--- config.mk ---
export PLATFORM = sky130hd
export DESIGN_NAME = rd_slot
export DESIGN_NICKNAME = d
export VERILOG_FILES = /design/src/axi_rd_pkg.sv /design/src/burst_addr_gen.sv /design/src/rd_slot.sv
export SDC_FILE = /design/constraint.sdc
export NUM_CORES = 1
export LEC_CHECK = 0
export ABC_AREA = 1
export BUFFER_PORTS_ARGS = -buffer_cell sky130_fd_sc_hd__buf_2
export CORE_MARGIN = 2
export CORE_UTILIZATION = 30
export DETAILED_ROUTE_END_ITERATION = 12
export SKIP_LAST_GASP = 1
export SLEW_MARGIN = 0
export SYNTH_ARGS = -nofsm -noshare
export SYNTH_HDL_FRONTEND = slang
export SYNTH_HIERARCHICAL = 1
export SYNTH_SLANG_ARGS = --single-unit
--- constraint.sdc ---
create_clock -name clk -period 5.66 [get_ports clk]
set_clock_uncertainty 0.1 [all_clocks]
set_input_delay 0.566 -clock clk [delete_from_list [all_inputs] [get_ports clk]]
set_output_delay 0.566 -clock clk [all_outputs]
set_load 0.02 [all_outputs]
--- src/axi_rd_pkg.sv ---
`default_nettype none

package axi_rd_pkg;

    // ------------------------------------------------------------------------
    // Field widths
    // ------------------------------------------------------------------------
    localparam int ID_W    = 4;
    localparam int ADDR_W  = 16;
    localparam int DATA_W  = 32;
    localparam int LEN_W   = 8;
    localparam int SIZE_W  = 3;
    localparam int BURST_W = 2;
    localparam int RESP_W  = 2;
    localparam int PAD_W   = DATA_W - ID_W - ADDR_W;    // Zero bits above ID in a beat

    localparam int MAX_BURST_LEN = 8;                   // Beats per request, upper bound

    typedef logic [ID_W-1:0]    id_t;
    typedef logic [ADDR_W-1:0]  addr_t;
    typedef logic [DATA_W-1:0]  data_t;       // {pad, id, beat address}
    typedef logic [LEN_W-1:0]   len_t;        // Beats minus one
    typedef logic [SIZE_W-1:0]  size_t;       // log2 of bytes per beat
    typedef logic [BURST_W-1:0] burst_t;
    typedef logic [RESP_W-1:0]  resp_t;
    typedef logic [3:0]         beat_cnt_t;   // Beat index within a burst

    // Burst type codes
    localparam burst_t BURST_FIXED = 2'd0;
    localparam burst_t BURST_INCR  = 2'd1;
    localparam burst_t BURST_WRAP  = 2'd2;

    // Response codes
    localparam resp_t RESP_OKAY   = 2'd0;
    localparam resp_t RESP_SLVERR = 2'd2;

    // Simulated faulty ID, errors on its last beat
    localparam id_t ERR_ID = 4'hf;

    // Slot life cycle
    typedef enum logic [1:0] {
        SLOT_IDLE   = 2'd0,   // Free for allocation
        SLOT_ACTIVE = 2'd1,   // Fetching beats
        SLOT_DONE   = 2'd2    // All beats buffered, returning
    } slot_state_t;

endpackage

`default_nettype wire

--- src/burst_addr_gen.sv ---
`timescale 1ns/1ps
`default_nettype none

module burst_addr_gen (
    input  wire axi_rd_pkg::addr_t     start_addr,
    input  wire axi_rd_pkg::len_t      len,
    input  wire axi_rd_pkg::size_t     size,
    input  wire axi_rd_pkg::burst_t    burst,
    input  wire axi_rd_pkg::beat_cnt_t beat,
    output axi_rd_pkg::addr_t          addr
);

    // ------------------------------------------------------------------------
    // Common terms
    // ------------------------------------------------------------------------
    axi_rd_pkg::addr_t bytes;      // Bytes per beat
    axi_rd_pkg::addr_t step;       // Offset of this beat from beat 0
    axi_rd_pkg::addr_t aligned;    // Start address aligned to size
    axi_rd_pkg::addr_t win;        // Wrap window size in bytes
    axi_rd_pkg::addr_t win_base;   // Lowest address of the window
    axi_rd_pkg::addr_t win_off;    // Offset inside the window, wrapped

    assign bytes   = axi_rd_pkg::addr_t'(1) << size;
    assign step    = axi_rd_pkg::addr_t'(beat) << size;    // beat * bytes
    assign aligned = start_addr & ~(bytes - 1'b1);

    // Window is a power of two for legal WRAP lengths, so modulo is a mask
    assign win      = (axi_rd_pkg::addr_t'(len) + 1'b1) << size;
    assign win_base = start_addr & ~(win - 1'b1);
    assign win_off  = ((start_addr - win_base) + step) & (win - 1'b1);

    // ------------------------------------------------------------------------
    // Per burst type
    // ------------------------------------------------------------------------
    always_comb begin
        case (burst)
            axi_rd_pkg::BURST_FIXED: begin
                addr = start_addr;                 // Same address every beat
            end
            axi_rd_pkg::BURST_INCR: begin
                // First beat keeps any misalignment, later beats are aligned
                if (beat == '0) begin
                    addr = start_addr;
                end else begin
                    addr = aligned + step;
                end
            end
            axi_rd_pkg::BURST_WRAP: begin
                addr = win_base + win_off;         // Folds back to window base
            end
            default: begin
                addr = start_addr;                 // Reserved code, treat as FIXED
            end
        endcase
    end

endmodule

`default_nettype wire

--- src/rd_slot.sv ---
`timescale 1ns/1ps
`default_nettype none

module rd_slot #(
    parameter int FETCH_DLY = 24
) (
    input  wire                       clk,
    input  wire                       rst_n,
    // Request load, one cycle on the AR handshake
    input  wire                       alloc,
    input  wire axi_rd_pkg::id_t      req_id,
    input  wire axi_rd_pkg::addr_t    req_addr,
    input  wire axi_rd_pkg::len_t     req_len,
    input  wire axi_rd_pkg::size_t    req_size,
    input  wire axi_rd_pkg::burst_t   req_burst,
    // Return side
    input  wire                       beat_take,   // R handshake on this slot
    output logic                      free,
    output logic                      beat_ready,
    output logic                      in_burst,
    output axi_rd_pkg::id_t           rid,
    output axi_rd_pkg::data_t         rdata,
    output axi_rd_pkg::resp_t         rresp,
    output logic                      rlast
);

    localparam int BUF_AW = $clog2(axi_rd_pkg::MAX_BURST_LEN);  // Buffer index bits
    localparam int CNT_W  = $clog2(FETCH_DLY + 1);              // Fetch timer bits

    // ------------------------------------------------------------------------
    // Storage
    // ------------------------------------------------------------------------
    axi_rd_pkg::slot_state_t state;

    // Captured request
    axi_rd_pkg::id_t    id_r;
    axi_rd_pkg::addr_t  addr_r;
    axi_rd_pkg::len_t   len_r;
    axi_rd_pkg::size_t  size_r;
    axi_rd_pkg::burst_t burst_r;

    logic [CNT_W-1:0]      fetch_cnt;   // Cycles since last fetch
    logic [CNT_W-1:0]      fetch_dly;   // Fetch period for this ID
    logic                  fetch_get;   // Timer expiry, one beat fetched

    axi_rd_pkg::beat_cnt_t fetch_idx;   // Next beat to fetch
    axi_rd_pkg::beat_cnt_t ret_idx;     // Next beat to return
    axi_rd_pkg::beat_cnt_t last_idx;    // Index of the final beat

    logic [axi_rd_pkg::MAX_BURST_LEN-1:0] beat_vld;
    axi_rd_pkg::data_t data_buf [axi_rd_pkg::MAX_BURST_LEN];
    axi_rd_pkg::resp_t resp_buf [axi_rd_pkg::MAX_BURST_LEN];

    axi_rd_pkg::addr_t beat_addr;       // Address of the beat being fetched
    axi_rd_pkg::resp_t beat_resp;

    // Request fields, loaded once per burst
    always_ff @(posedge clk) begin
        if (alloc) begin
            id_r    <= req_id;
            addr_r  <= req_addr;
            len_r   <= req_len;
            size_r  <= req_size;
            burst_r <= req_burst;
        end
    end

    assign last_idx = axi_rd_pkg::beat_cnt_t'(len_r);   // len is below 8 here

    // ------------------------------------------------------------------------
    // Simulated fetch timer
    // ------------------------------------------------------------------------
    // Higher IDs get a shorter period
    assign fetch_dly = CNT_W'(FETCH_DLY) - CNT_W'(id_r);
    assign fetch_get = (state == axi_rd_pkg::SLOT_ACTIVE) && (fetch_cnt == fetch_dly);

    always_ff @(posedge clk or negedge rst_n) begin
        if (!rst_n) begin
            fetch_cnt <= '0;
        end else if (alloc || fetch_get) begin
            fetch_cnt <= CNT_W'(1);                  // Restart period
        end else if (state == axi_rd_pkg::SLOT_ACTIVE) begin
            fetch_cnt <= fetch_cnt + 1'b1;
        end
    end

    burst_addr_gen u_burst_addr_gen (
        .start_addr (addr_r),
        .len        (len_r),
        .size       (size_r),
        .burst      (burst_r),
        .beat       (fetch_idx),
        .addr       (beat_addr)
    );

    // Faulty ID fails on the final beat only
    assign beat_resp = ((id_r == axi_rd_pkg::ERR_ID) && (fetch_idx == last_idx))
                     ? axi_rd_pkg::RESP_SLVERR : axi_rd_pkg::RESP_OKAY;

    // Beat buffer, written in fetch order
    always_ff @(posedge clk) begin
        if (fetch_get) begin
            data_buf[fetch_idx[BUF_AW-1:0]] <= {{axi_rd_pkg::PAD_W{1'b0}}, id_r, beat_addr};
            resp_buf[fetch_idx[BUF_AW-1:0]] <= beat_resp;
        end
    end

    // ------------------------------------------------------------------------
    // Slot FSM
    // ------------------------------------------------------------------------
    always_ff @(posedge clk or negedge rst_n) begin
        if (!rst_n) begin
            state     <= axi_rd_pkg::SLOT_IDLE;
            fetch_idx <= '0;
            ret_idx   <= '0;
            beat_vld  <= '0;
        end else begin
            case (state)
                axi_rd_pkg::SLOT_IDLE: begin
                    if (alloc) begin
                        state     <= axi_rd_pkg::SLOT_ACTIVE;
                        fetch_idx <= '0;
                        ret_idx   <= '0;
                        beat_vld  <= '0;
                    end
                end
                axi_rd_pkg::SLOT_ACTIVE: begin
                    if (fetch_get) begin
                        beat_vld[fetch_idx[BUF_AW-1:0]] <= 1'b1;
                        fetch_idx <= fetch_idx + 1'b1;
                        if (fetch_idx == last_idx) begin
                            state <= axi_rd_pkg::SLOT_DONE;    // Whole burst buffered
                        end
                    end
                end
                axi_rd_pkg::SLOT_DONE: begin
                    if (beat_take) begin
                        ret_idx <= ret_idx + 1'b1;
                        if (ret_idx == last_idx) begin
                            state    <= axi_rd_pkg::SLOT_IDLE;  // Free again next cycle
                            beat_vld <= '0;
                        end
                    end
                end
                default: begin
                    state <= axi_rd_pkg::SLOT_IDLE;
                end
            endcase
        end
    end

    // ------------------------------------------------------------------------
    // Return side
    // ------------------------------------------------------------------------
    // Offered only once every beat is in the buffer, so a started
    // burst never stalls mid-way and never interleaves with another
    assign free       = (state == axi_rd_pkg::SLOT_IDLE);
    assign beat_ready = (state == axi_rd_pkg::SLOT_DONE) && beat_vld[ret_idx[BUF_AW-1:0]];
    assign in_burst   = (state == axi_rd_pkg::SLOT_DONE);    // Owns R channel until rlast

    assign rid   = id_r;
    assign rdata = data_buf[ret_idx[BUF_AW-1:0]];
    assign rresp = beat_ready ? resp_buf[ret_idx[BUF_AW-1:0]] : axi_rd_pkg::RESP_OKAY;
    assign rlast = beat_ready && (ret_idx == last_idx);

    // ------------------------------------------------------------------------
    // Request legality at allocation
    // ------------------------------------------------------------------------
    a_len_max: assert property (
        @(posedge clk) disable iff (!rst_n)
        alloc |-> (int'(req_len) < axi_rd_pkg::MAX_BURST_LEN)
    ) else $error("burst longer than beat buffer, len %0d", req_len);

    a_size_max: assert property (
        @(posedge clk) disable iff (!rst_n)
        alloc |-> (req_size <= 3'd2)
    ) else $error("beat size above data width, size %0d", req_size);

    a_wrap_legal: assert property (
        @(posedge clk) disable iff (!rst_n)
        (alloc && (req_burst == axi_rd_pkg::BURST_WRAP)) |->
            ((req_len inside {8'd1, 8'd3, 8'd7}) &&
             ((req_addr & ((axi_rd_pkg::addr_t'(1) << req_size) - 1'b1)) == '0))
    ) else $error("illegal WRAP request, len %0d addr %h", req_len, req_addr);

endmodule

`default_nettype wire

==> implementation parameters, run 1 <==
Parameter                              Value

Outcome
  Run status ... completed

Final layout
  Final nets ... approximately 1700
  Share of layout cells above drive strength 1 ... 0.1562
  Count of inserted antenna diode cells ... 0
  Synth-to-layout area growth ... 13.46%
  End-of-flow core utilization ... 0.3422

Critical path
  Crit path top cell by count ... sky130_fd_sc_hd__nand2_1
  Worst Path Arrival ... between 5 and 6 ns
  Kind of end point of the critical path ... register
  Family of cells with the greatest summed delay on the critical path ... simple AND/OR/NAND/NOR gates
  Cell with the biggest individual delay on the critical path ... sky130_fd_sc_hd__edfxtp_1
  Count of cells along the worst register-to-register path ... 31
  Worst Path Required ... about 6 ns
  Crit path depth ... 31
  Crit Path Category ... reg -> reg
  Type of origin of the critical path ... register
  Slowest stage delay, CP ... 0.50 ns
  Maximum fanout along the worst path ... 9
  Total buffers and inverters traversed by the critical path ... 6

Global route
  Via count of the first global-routing pass ... ~10000
  Remaining global-route overflow ... 0
  Pin count of the biggest net entering global routing ... 91
  Wire length of the first global-routing pass ... roughly 57 mm
  Initial antenna violation count ... 0
  Combined global-route utilization of all metal layers ... 0.1519

Die
  I/O pins ... between 70 and 80
  Die height ... about 220 um
  Placeable core area ... about 0.045 sq mm
  Initial core utilization ... 0.3016
  Area enclosed by the die boundary ... approximately 0.047 sq mm
  Site Rows ... just under 80
  Horizontal extent of the die ... roughly 220 um

Logic synthesis
  Ys async rst share ... 0.1027
  EDFF count, synth ... 201
  Leading cell types by total area after synthesis ... sky130_fd_sc_hd__edfxtp_1, sky130_fd_sc_hd__nand2_1, sky130_fd_sc_hd__o21ai_0
  Mapped cell area ... about 0.014 sq mm
  Most common flop cell mapped by yosys ... sky130_fd_sc_hd__edfxtp_1
  Flip-flop and latch count after synthesis ... between 200 and 250
  Cell count after synthesis ... roughly 1600
  Top-count cell post-synth ... sky130_fd_sc_hd__nand2_1
  Total number of yosys warnings ... 6
  Seq/Total Area, Yosys ... 0.4862
  Syn Area/Cell ... approximately 8.6 sq um
  Synth top area share ... 0.4439
  Biggest area consumer among synthesized cells ... sky130_fd_sc_hd__edfxtp_1
  Commonest cells in the synthesized netlist ... sky130_fd_sc_hd__nand2_1, sky130_fd_sc_hd__edfxtp_1, sky130_fd_sc_hd__nor2_1
  Netlist cell types ... 56

Pwr
  Combinational share of power ... 0.417
  Power density over the cells ... about 400 mW/mm^2
  Internal power ... ~3.6 mW
  Flop pwr share ... 0.337
  Maximum VDD drop ... a little over 0.0003 V
  Standby leakage power ... around 6.5 nW
  Psw ... roughly 2.5 mW
  Net switching fraction of the power ... 0.4071
  Fraction of power consumed by the clock network ... 0.245

STA
  Number of hold violations in the final report ... 0
  Setup-failing EPs final ... 0
  RSZ-0062 raised after global routing ... no
  Actual transition at the worst max-transition pin ... around 1.2 ns
  Fraction of the cycle the final worst path needs ... 0.9184
  Final worst path period need ... between 5 and 6 ns
  Total count of max-transition violations in the final report ... 0
  Setup Total Neg Slack ... 0 ns
  Worst slew slack as a fraction of its limit ... 0.2232
  FMAX ... about 190 MHz

Drt
  Count of unresolved DRC violations after routing ... 0
  Iteration-0 DRC count of the detailed router ... about 680
  Wire length reported by the detailed router ... approximately 36 mm
  Remaining antenna violation count after routing ... 0
  1st-pass router iterations ... 5
  Average wire length per cell after detail routing ... around 16 um
  Overall via count from detail_route ... between 10000 and 15000
  Ratio of routed vias to standard cells ... 4.830

Worst hold path
  Cell depth of the worst min-delay path ... 1
  Path category of the worst min-delay check ... in -> reg

Clock tree
  Worst-Skew Late Latency ... ~0.52 ns
  Clk pin slew, worst setup/hold paths ... ~0.060 ns
  Clock tree buffer depth ... 3
  H-tree depth ... 1
  CTS sink cnt ... between 200 and 250
  TritonCTS clock tree ... yes
  Clock root buffer master ... sky130_fd_sc_hd__clkbuf_16
  Inserted Clock Buffers ... 25

Placement
  Gpl congestion ... about 0.9
  Number of I/O port buffers ... between 60 and 70
  Half-perimeter wire length of the detailed placement result ... 24.65 mm

Run
  Max-cap check violation count ... 0
==> what timing repair did <==
action | in CTS | in global routing
gates resized for setup | 0 | 20
endpoints found under the hold margin | 23 | 0
hold buffers | 1 | 0
buffers inserted | 0 | 13
endpoints found under the setup margin | 0 | 40
==> power by group through the flow <==
stage                     logic (mW)  clock network, mW  registers, mW
after CTS                       2.51               1.52           2.06
final                           2.55               1.50           2.06
after global routing            2.85               1.60           2.07
after detailed placement        2.50                  0           2.09
after global placement          2.48                  0           2.09
after floorplan                 1.84                  0           2.06
==> worst reg2reg max path, delay by kind of cell (launching register included) <==
family	cells	cell delay, ns
AOI/OAI and AO/OA	4	0.95
DFF	1	0.50
adders and majority gates	3	0.92
xor gates and xnor gates	1	0.14
buffers and inverters	6	0.70
and+or+nand+nor	17	1.68
==> flip-flops by register name (all words and copies together), names as in the netlist, 5 cells and up <==
name and cells:
beat_vld 8, data_buf 160, resp_buf 8, addr_r 16, len_r 8, fetch_cnt 5
==> cells in the final DEF (no fill, tap or decap), types with 4 or more instances in the layout <==
| master | count |
|---|---|
| sky130_fd_sc_hd__a22oi_1 | 4 |
| sky130_fd_sc_hd__nor2_1 | 160 |
| sky130_fd_sc_hd__clkbuf_16 | 25 |
| sky130_fd_sc_hd__clkinv_1 | 5 |
| sky130_fd_sc_hd__a211oi_1 | 5 |
| sky130_fd_sc_hd__nand2_1 | 324 |
| sky130_fd_sc_hd__or2_2 | 5 |
| sky130_fd_sc_hd__xnor2_1 | 5 |
| sky130_fd_sc_hd__o211ai_1 | 7 |
| sky130_fd_sc_hd__edfxtp_1 | 201 |
| sky130_fd_sc_hd__o21ai_1 | 4 |
| sky130_fd_sc_hd__conb_1 | 14 |
| sky130_fd_sc_hd__nand3_2 | 26 |
| sky130_fd_sc_hd__inv_1 | 160 |
| sky130_fd_sc_hd__nand3_1 | 125 |
| sky130_fd_sc_hd__a21oi_1 | 49 |
| sky130_fd_sc_hd__nor2_4 | 14 |
| sky130_fd_sc_hd__a31oi_1 | 9 |
| sky130_fd_sc_hd__nor2_2 | 18 |
| sky130_fd_sc_hd__nand2_2 | 27 |
| sky130_fd_sc_hd__nor3_1 | 8 |
| sky130_fd_sc_hd__clkinv_2 | 5 |
| sky130_fd_sc_hd__buf_4 | 29 |
| sky130_fd_sc_hd__inv_2 | 15 |
| sky130_fd_sc_hd__buf_2 | 65 |
| sky130_fd_sc_hd__xor2_1 | 18 |
| sky130_fd_sc_hd__dfrtp_1 | 22 |
| sky130_fd_sc_hd__o22ai_1 | 41 |
| sky130_fd_sc_hd__nand4_1 | 21 |
| sky130_fd_sc_hd__o21ai_0 | 130 |
| sky130_fd_sc_hd__nand2_4 | 5 |
| sky130_fd_sc_hd__clkbuf_1 | 6 |
| sky130_fd_sc_hd__ha_1 | 52 |
==> layout make-up <==
| class | count | area (sq um) |
|---|---|---|
| fillers | 4671 | 29660 |
| flip-flops and latches | 224 | 6613 |
| multi-input cells | 1111 | 6096 |
| well taps | 600 | 750.7 |
| inverters | 177 | 668.1 |
| clock buffers | 31 | 648.1 |
| repair buffers | 96 | 558.0 |
| clock inverters | 13 | 95.09 |
==> path summary, 6_finish.rpt <==
check	startpoint	to	slack (ns)
min in group asynchronous	rst_n	fetch_idx[2]	0.47
hold reg to reg	beat_vld[6]	beat_vld[6]	0.44
max in group asynchronous	rst_n	ret_idx[0]	4.57
hold / removal	req_id[3]	rid[3]	0.12
setup / recovery	size_r[0]	data_buf[7][14]	0.46
setup reg to reg	size_r[0]	data_buf[7][14]	0.46
==> logic make-up after synthesis <==
kind of cell,Yosys count,share of synthesized area
AO/OA/AOI/OAI,271,0.1125
XOR/XNOR,23,0.01481
adder cells (fa/ha/maj),55,0.05171
buffers and inverters,250,0.07904
flip-flops,224,0.4862
multiplexers,1,0.0007361
other,2,0.0005523
AND/OR/NAND/NOR,747,0.2544
==> metal layers <==
metal | wire [um] | GRT usage
met4 | 1037 | 0.04612
met5 | 0 | 0
met1 | 16330 | 0.2035
met3 | 1634 | 0.01831
met2 | 16910 | 0.2569
==> metrics by stage <==
| step | hold slack [ns] | area (sq um) | setup slack [ns] | std cells | power [mW] |
|---|---|---|---|---|---|
| after floorplan | 0.1704 | 13640 | 0.6348 | 1585 | 3.892 |
| after global placement | 0.4071 | 14500 | 0.09136 | 2194 | 4.565 |
| after detailed placement | 0.4233 | 14500 | 0.05131 | 2194 | 4.596 |
| after CTS | 0.1004 | 15250 | 0.006710 | 2239 | 6.096 |
| after global routing | 0.09705 | 15430 | 0.008945 | 2252 | 6.520 |
| final | 0.1162 | 15430 | 0.4621 | 2252 | 6.104 |
No activity file was read; power rests on OpenSTA's default activity.
==> inputs of run 2 (changes only) <==
--- a/config.mk
+++ b/config.mk
@@ -14,5 +14,4 @@
 export SLEW_MARGIN = 0
 export SYNTH_ARGS = -nofsm -noshare
 export SYNTH_HDL_FRONTEND = slang
-export SYNTH_HIERARCHICAL = 1
 export SYNTH_SLANG_ARGS = --single-unit
==> run 2 against run 1 <==
Net effect:
- first-iteration DRC count rose by 44%
- flip-flop and latch count unchanged
- highest routed layer unchanged
- cell count is 2.8% lower
==> implementation parameters, run 2 <==
Parameter                              Value

Critical path
  Cell with the biggest individual delay on the critical path ... sky130_fd_sc_hd__edfxtp_1
  Count of cells along the worst register-to-register path ... 32
  Type of origin of the critical path ... register
  Slowest stage delay, CP ... 0.35 ns
  Maximum fanout along the worst path ... 8
  Kind of end point of the critical path ... register
  Crit path top cell by count ... sky130_fd_sc_hd__nand2_1
  Worst Path Arrival ... between 5 and 6 ns
  Crit Path Category ... reg -> reg
  Worst Path Required ... 5.93 ns

Logic synthesis
  Ys async rst share ... 0.1027
  Synth top area share ... 0.4544
  Flip-flop and latch count after synthesis ... between 200 and 250
  Biggest area consumer among synthesized cells ... sky130_fd_sc_hd__edfxtp_1
  Commonest cells in the synthesized netlist ... sky130_fd_sc_hd__nor2_1, sky130_fd_sc_hd__nand2_1, sky130_fd_sc_hd__edfxtp_1
  Leading cell types by total area after synthesis ... sky130_fd_sc_hd__edfxtp_1, sky130_fd_sc_hd__nor2_1, sky130_fd_sc_hd__nand2_1
  Top-count cell post-synth ... sky130_fd_sc_hd__nor2_1
  Most common flop cell mapped by yosys ... sky130_fd_sc_hd__edfxtp_1
  Cell count after synthesis ... about 1500
  Mapped cell area ... between 0.01 and 0.015 sq mm
  Netlist cell types ... 53
  EDFF count, synth ... roughly 200
  Total number of yosys warnings ... 0
  Syn Area/Cell ... 8.785 sq um
  Seq/Total Area, Yosys ... 0.4977

Clock tree
  Clock tree buffer depth ... 3
  TritonCTS clock tree ... yes
  Worst-Skew Late Latency ... roughly 0.55 ns
  Clock root buffer master ... sky130_fd_sc_hd__clkbuf_16
  H-tree depth ... 1
  Clk pin slew, worst setup/hold paths ... roughly 0.070 ns
  CTS sink cnt ... between 200 and 250
  Inserted Clock Buffers ... 25

Drt
  Overall via count from detail_route ... 10750
  Ratio of routed vias to standard cells ... a little under 5
  Average wire length per cell after detail routing ... roughly 16 um
  Iteration-0 DRC count of the detailed router ... ~1000
  Wire length reported by the detailed router ... ~35 mm
  1st-pass router iterations ... 5
  Count of unresolved DRC violations after routing ... 0
  Remaining antenna violation count after routing ... 0

Global route
  Busiest metal layer after global routing ... met2
  Pin count of the biggest net entering global routing ... ~90
  Global routing met2 resource utilization ... 0.2605
  Via count of the first global-routing pass ... 10370
  Met1 capacity usage during global routing ... 0.2006
  Remaining global-route overflow ... 0
  Initial antenna violation count ... 0
  Combined global-route utilization of all metal layers ... 0.1514
  Global-route met3 utilization ... 0.02043
  Wire length of the first global-routing pass ... around 56 mm

Pwr
  Power density over the cells ... 371.1 mW/mm^2
  Standby leakage power ... 6.242 nW
  Maximum VDD drop ... ~0.00022 V
  Post-layout total power ... between 5 and 6 mW

Placement
  Gpl congestion ... 0.8927
  Post-place instance area ... 0.01430 sq mm
  Number of I/O port buffers ... 65
  Worst-case setup slack after placement ... 0.2103 ns
  Cell total after placement ... 2133
  Half-perimeter wire length of the detailed placement result ... between 20 and 25 mm

Final layout
  Synth-to-layout area growth ... 14.78%
  Top library cells by usage in the layout, fill and taps aside ... sky130_fd_sc_hd__nor2_1, sky130_fd_sc_hd__nand2_1, sky130_fd_sc_hd__edfxtp_1
  Share of layout cells above drive strength 1 ... 0.1579
  Final Instance Area ... 0.01525 sq mm
  End-of-flow core utilization ... 0.3470
  Number of flip-flops in the largest register ... 160
  Commonest non-fill, non-tap cell in the layout ... sky130_fd_sc_hd__nor2_1
  Final nets ... between 1500 and 2000
  Final cell count without fillers ... ~2200
  Count of inserted antenna diode cells ... 0

STA
  FMAX ... 189.5 MHz
  Actual transition at the worst max-transition pin ... approximately 1.0 ns
  Worst-case setup margin in the final layout ... between 0.3 and 0.4 ns
  Number of hold violations in the final report ... 0
  Setup Total Neg Slack ... 0 ns
  Total count of max-transition violations in the final report ... 0
  Tightest hold margin ... 0.09235 ns
  Setup-failing EPs final ... 0
  Fraction of the cycle the final worst path needs ... 0.9321
  Worst slew slack as a fraction of its limit ... 0.3262
  Final worst path period need ... 5.276 ns

Die
  Area enclosed by the die boundary ... around 0.046 sq mm
  I/O pins ... around 80
  Horizontal extent of the die ... around 210 um
  Site Rows ... 77
  Die height ... between 200 and 250 um
  Initial core utilization ... 0.3023
  Placeable core area ... 0.04393 sq mm

Run
  Max-cap check violation count ... 0

Outcome
  Run status ... completed

Worst hold path
  Path category of the worst min-delay check ... in -> reg
  Cell depth of the worst min-delay path ... 1
## run 2: cell count changes after synthesis, sizes merged, moves of 11 or more
cell	change
nand3	-11
a31oi	+17
inv	-12
nor2	+50
nand2	-109
clkbuf	+13
o22ai	-19
## run 2: timing repair
item	CTS	global route
buffers inserted	0	8
gates resized for setup	0	14
hold endpoints to repair	23	0
hold buffers	1	0
setup endpoints to repair	0	48
## run 2: cell families (layout without fill, tap and decap cells)
family	count (synthesis)	in the layout	share of synthesized area
DFF	224	224	0.4977
buffers and inverters	246	317	0.07555
xor gates and xnor gates	27	27	0.01780
other	1	14	0.0002823
AOI/OAI and AO/OA	278	278	0.1169
adders and majority gates	56	56	0.05388
and+or+nand+nor	680	680	0.2378
## run 2: critical path, delay by kind of cell (launching register included)
| family | cells | cell delay [ns] |
|---|---|---|
| AO/OA/AOI/OAI | 5 | 1.00 |
| XOR/XNOR | 1 | 0.18 |
| adder cells (fa/ha/maj) | 4 | 1.16 |
| buffers and inverters | 3 | 0.20 |
| flip-flops | 1 | 0.35 |
| AND/OR/NAND/NOR | 19 | 2.11 |
## run 2: cell type report
class | instances | area, sq um
inverter | 168 | 635.6
clock buffer | 28 | 636.9
sequential | 224 | 6613
timing repair buffer | 103 | 613.1
clock inverter | 18 | 178.9
multi-input combinational | 1055 | 5828
fill | 4545 | 28690
tap | 592 | 740.7
## run 2: metal layers
| metal | routed length [um] | share of wire |
|---|---|---|
| met1 | 15960 | 0.45 |
| met4 | 779 | 0.022 |
| met3 | 1881 | 0.053 |
| met5 | 0 | 0 |
| met2 | 16800 | 0.47 |
## run 2: power breakdown
part           internal [mW]  total, mW  leakage (nW)  switching, mW
Clock                  0.919       1.61         0.400          0.693
Sequential              1.94       2.01          2.10         0.0759
Combinational          0.654       2.03          3.75           1.38
## run 2: path summary, 6_finish.rpt
check                            startpoint               to  slack, ns
worst min register to register  beat_vld[4]      beat_vld[4]       0.41
worst max register to register     len_r[1]  data_buf[3][14]       0.38
worst min-delay path             req_len[5]         len_r[5]       0.09
worst max-delay path               len_r[1]  data_buf[3][14]       0.38
max in group asynchronous             rst_n       ret_idx[0]       4.62
min in group asynchronous             rst_n     fetch_idx[2]       0.44
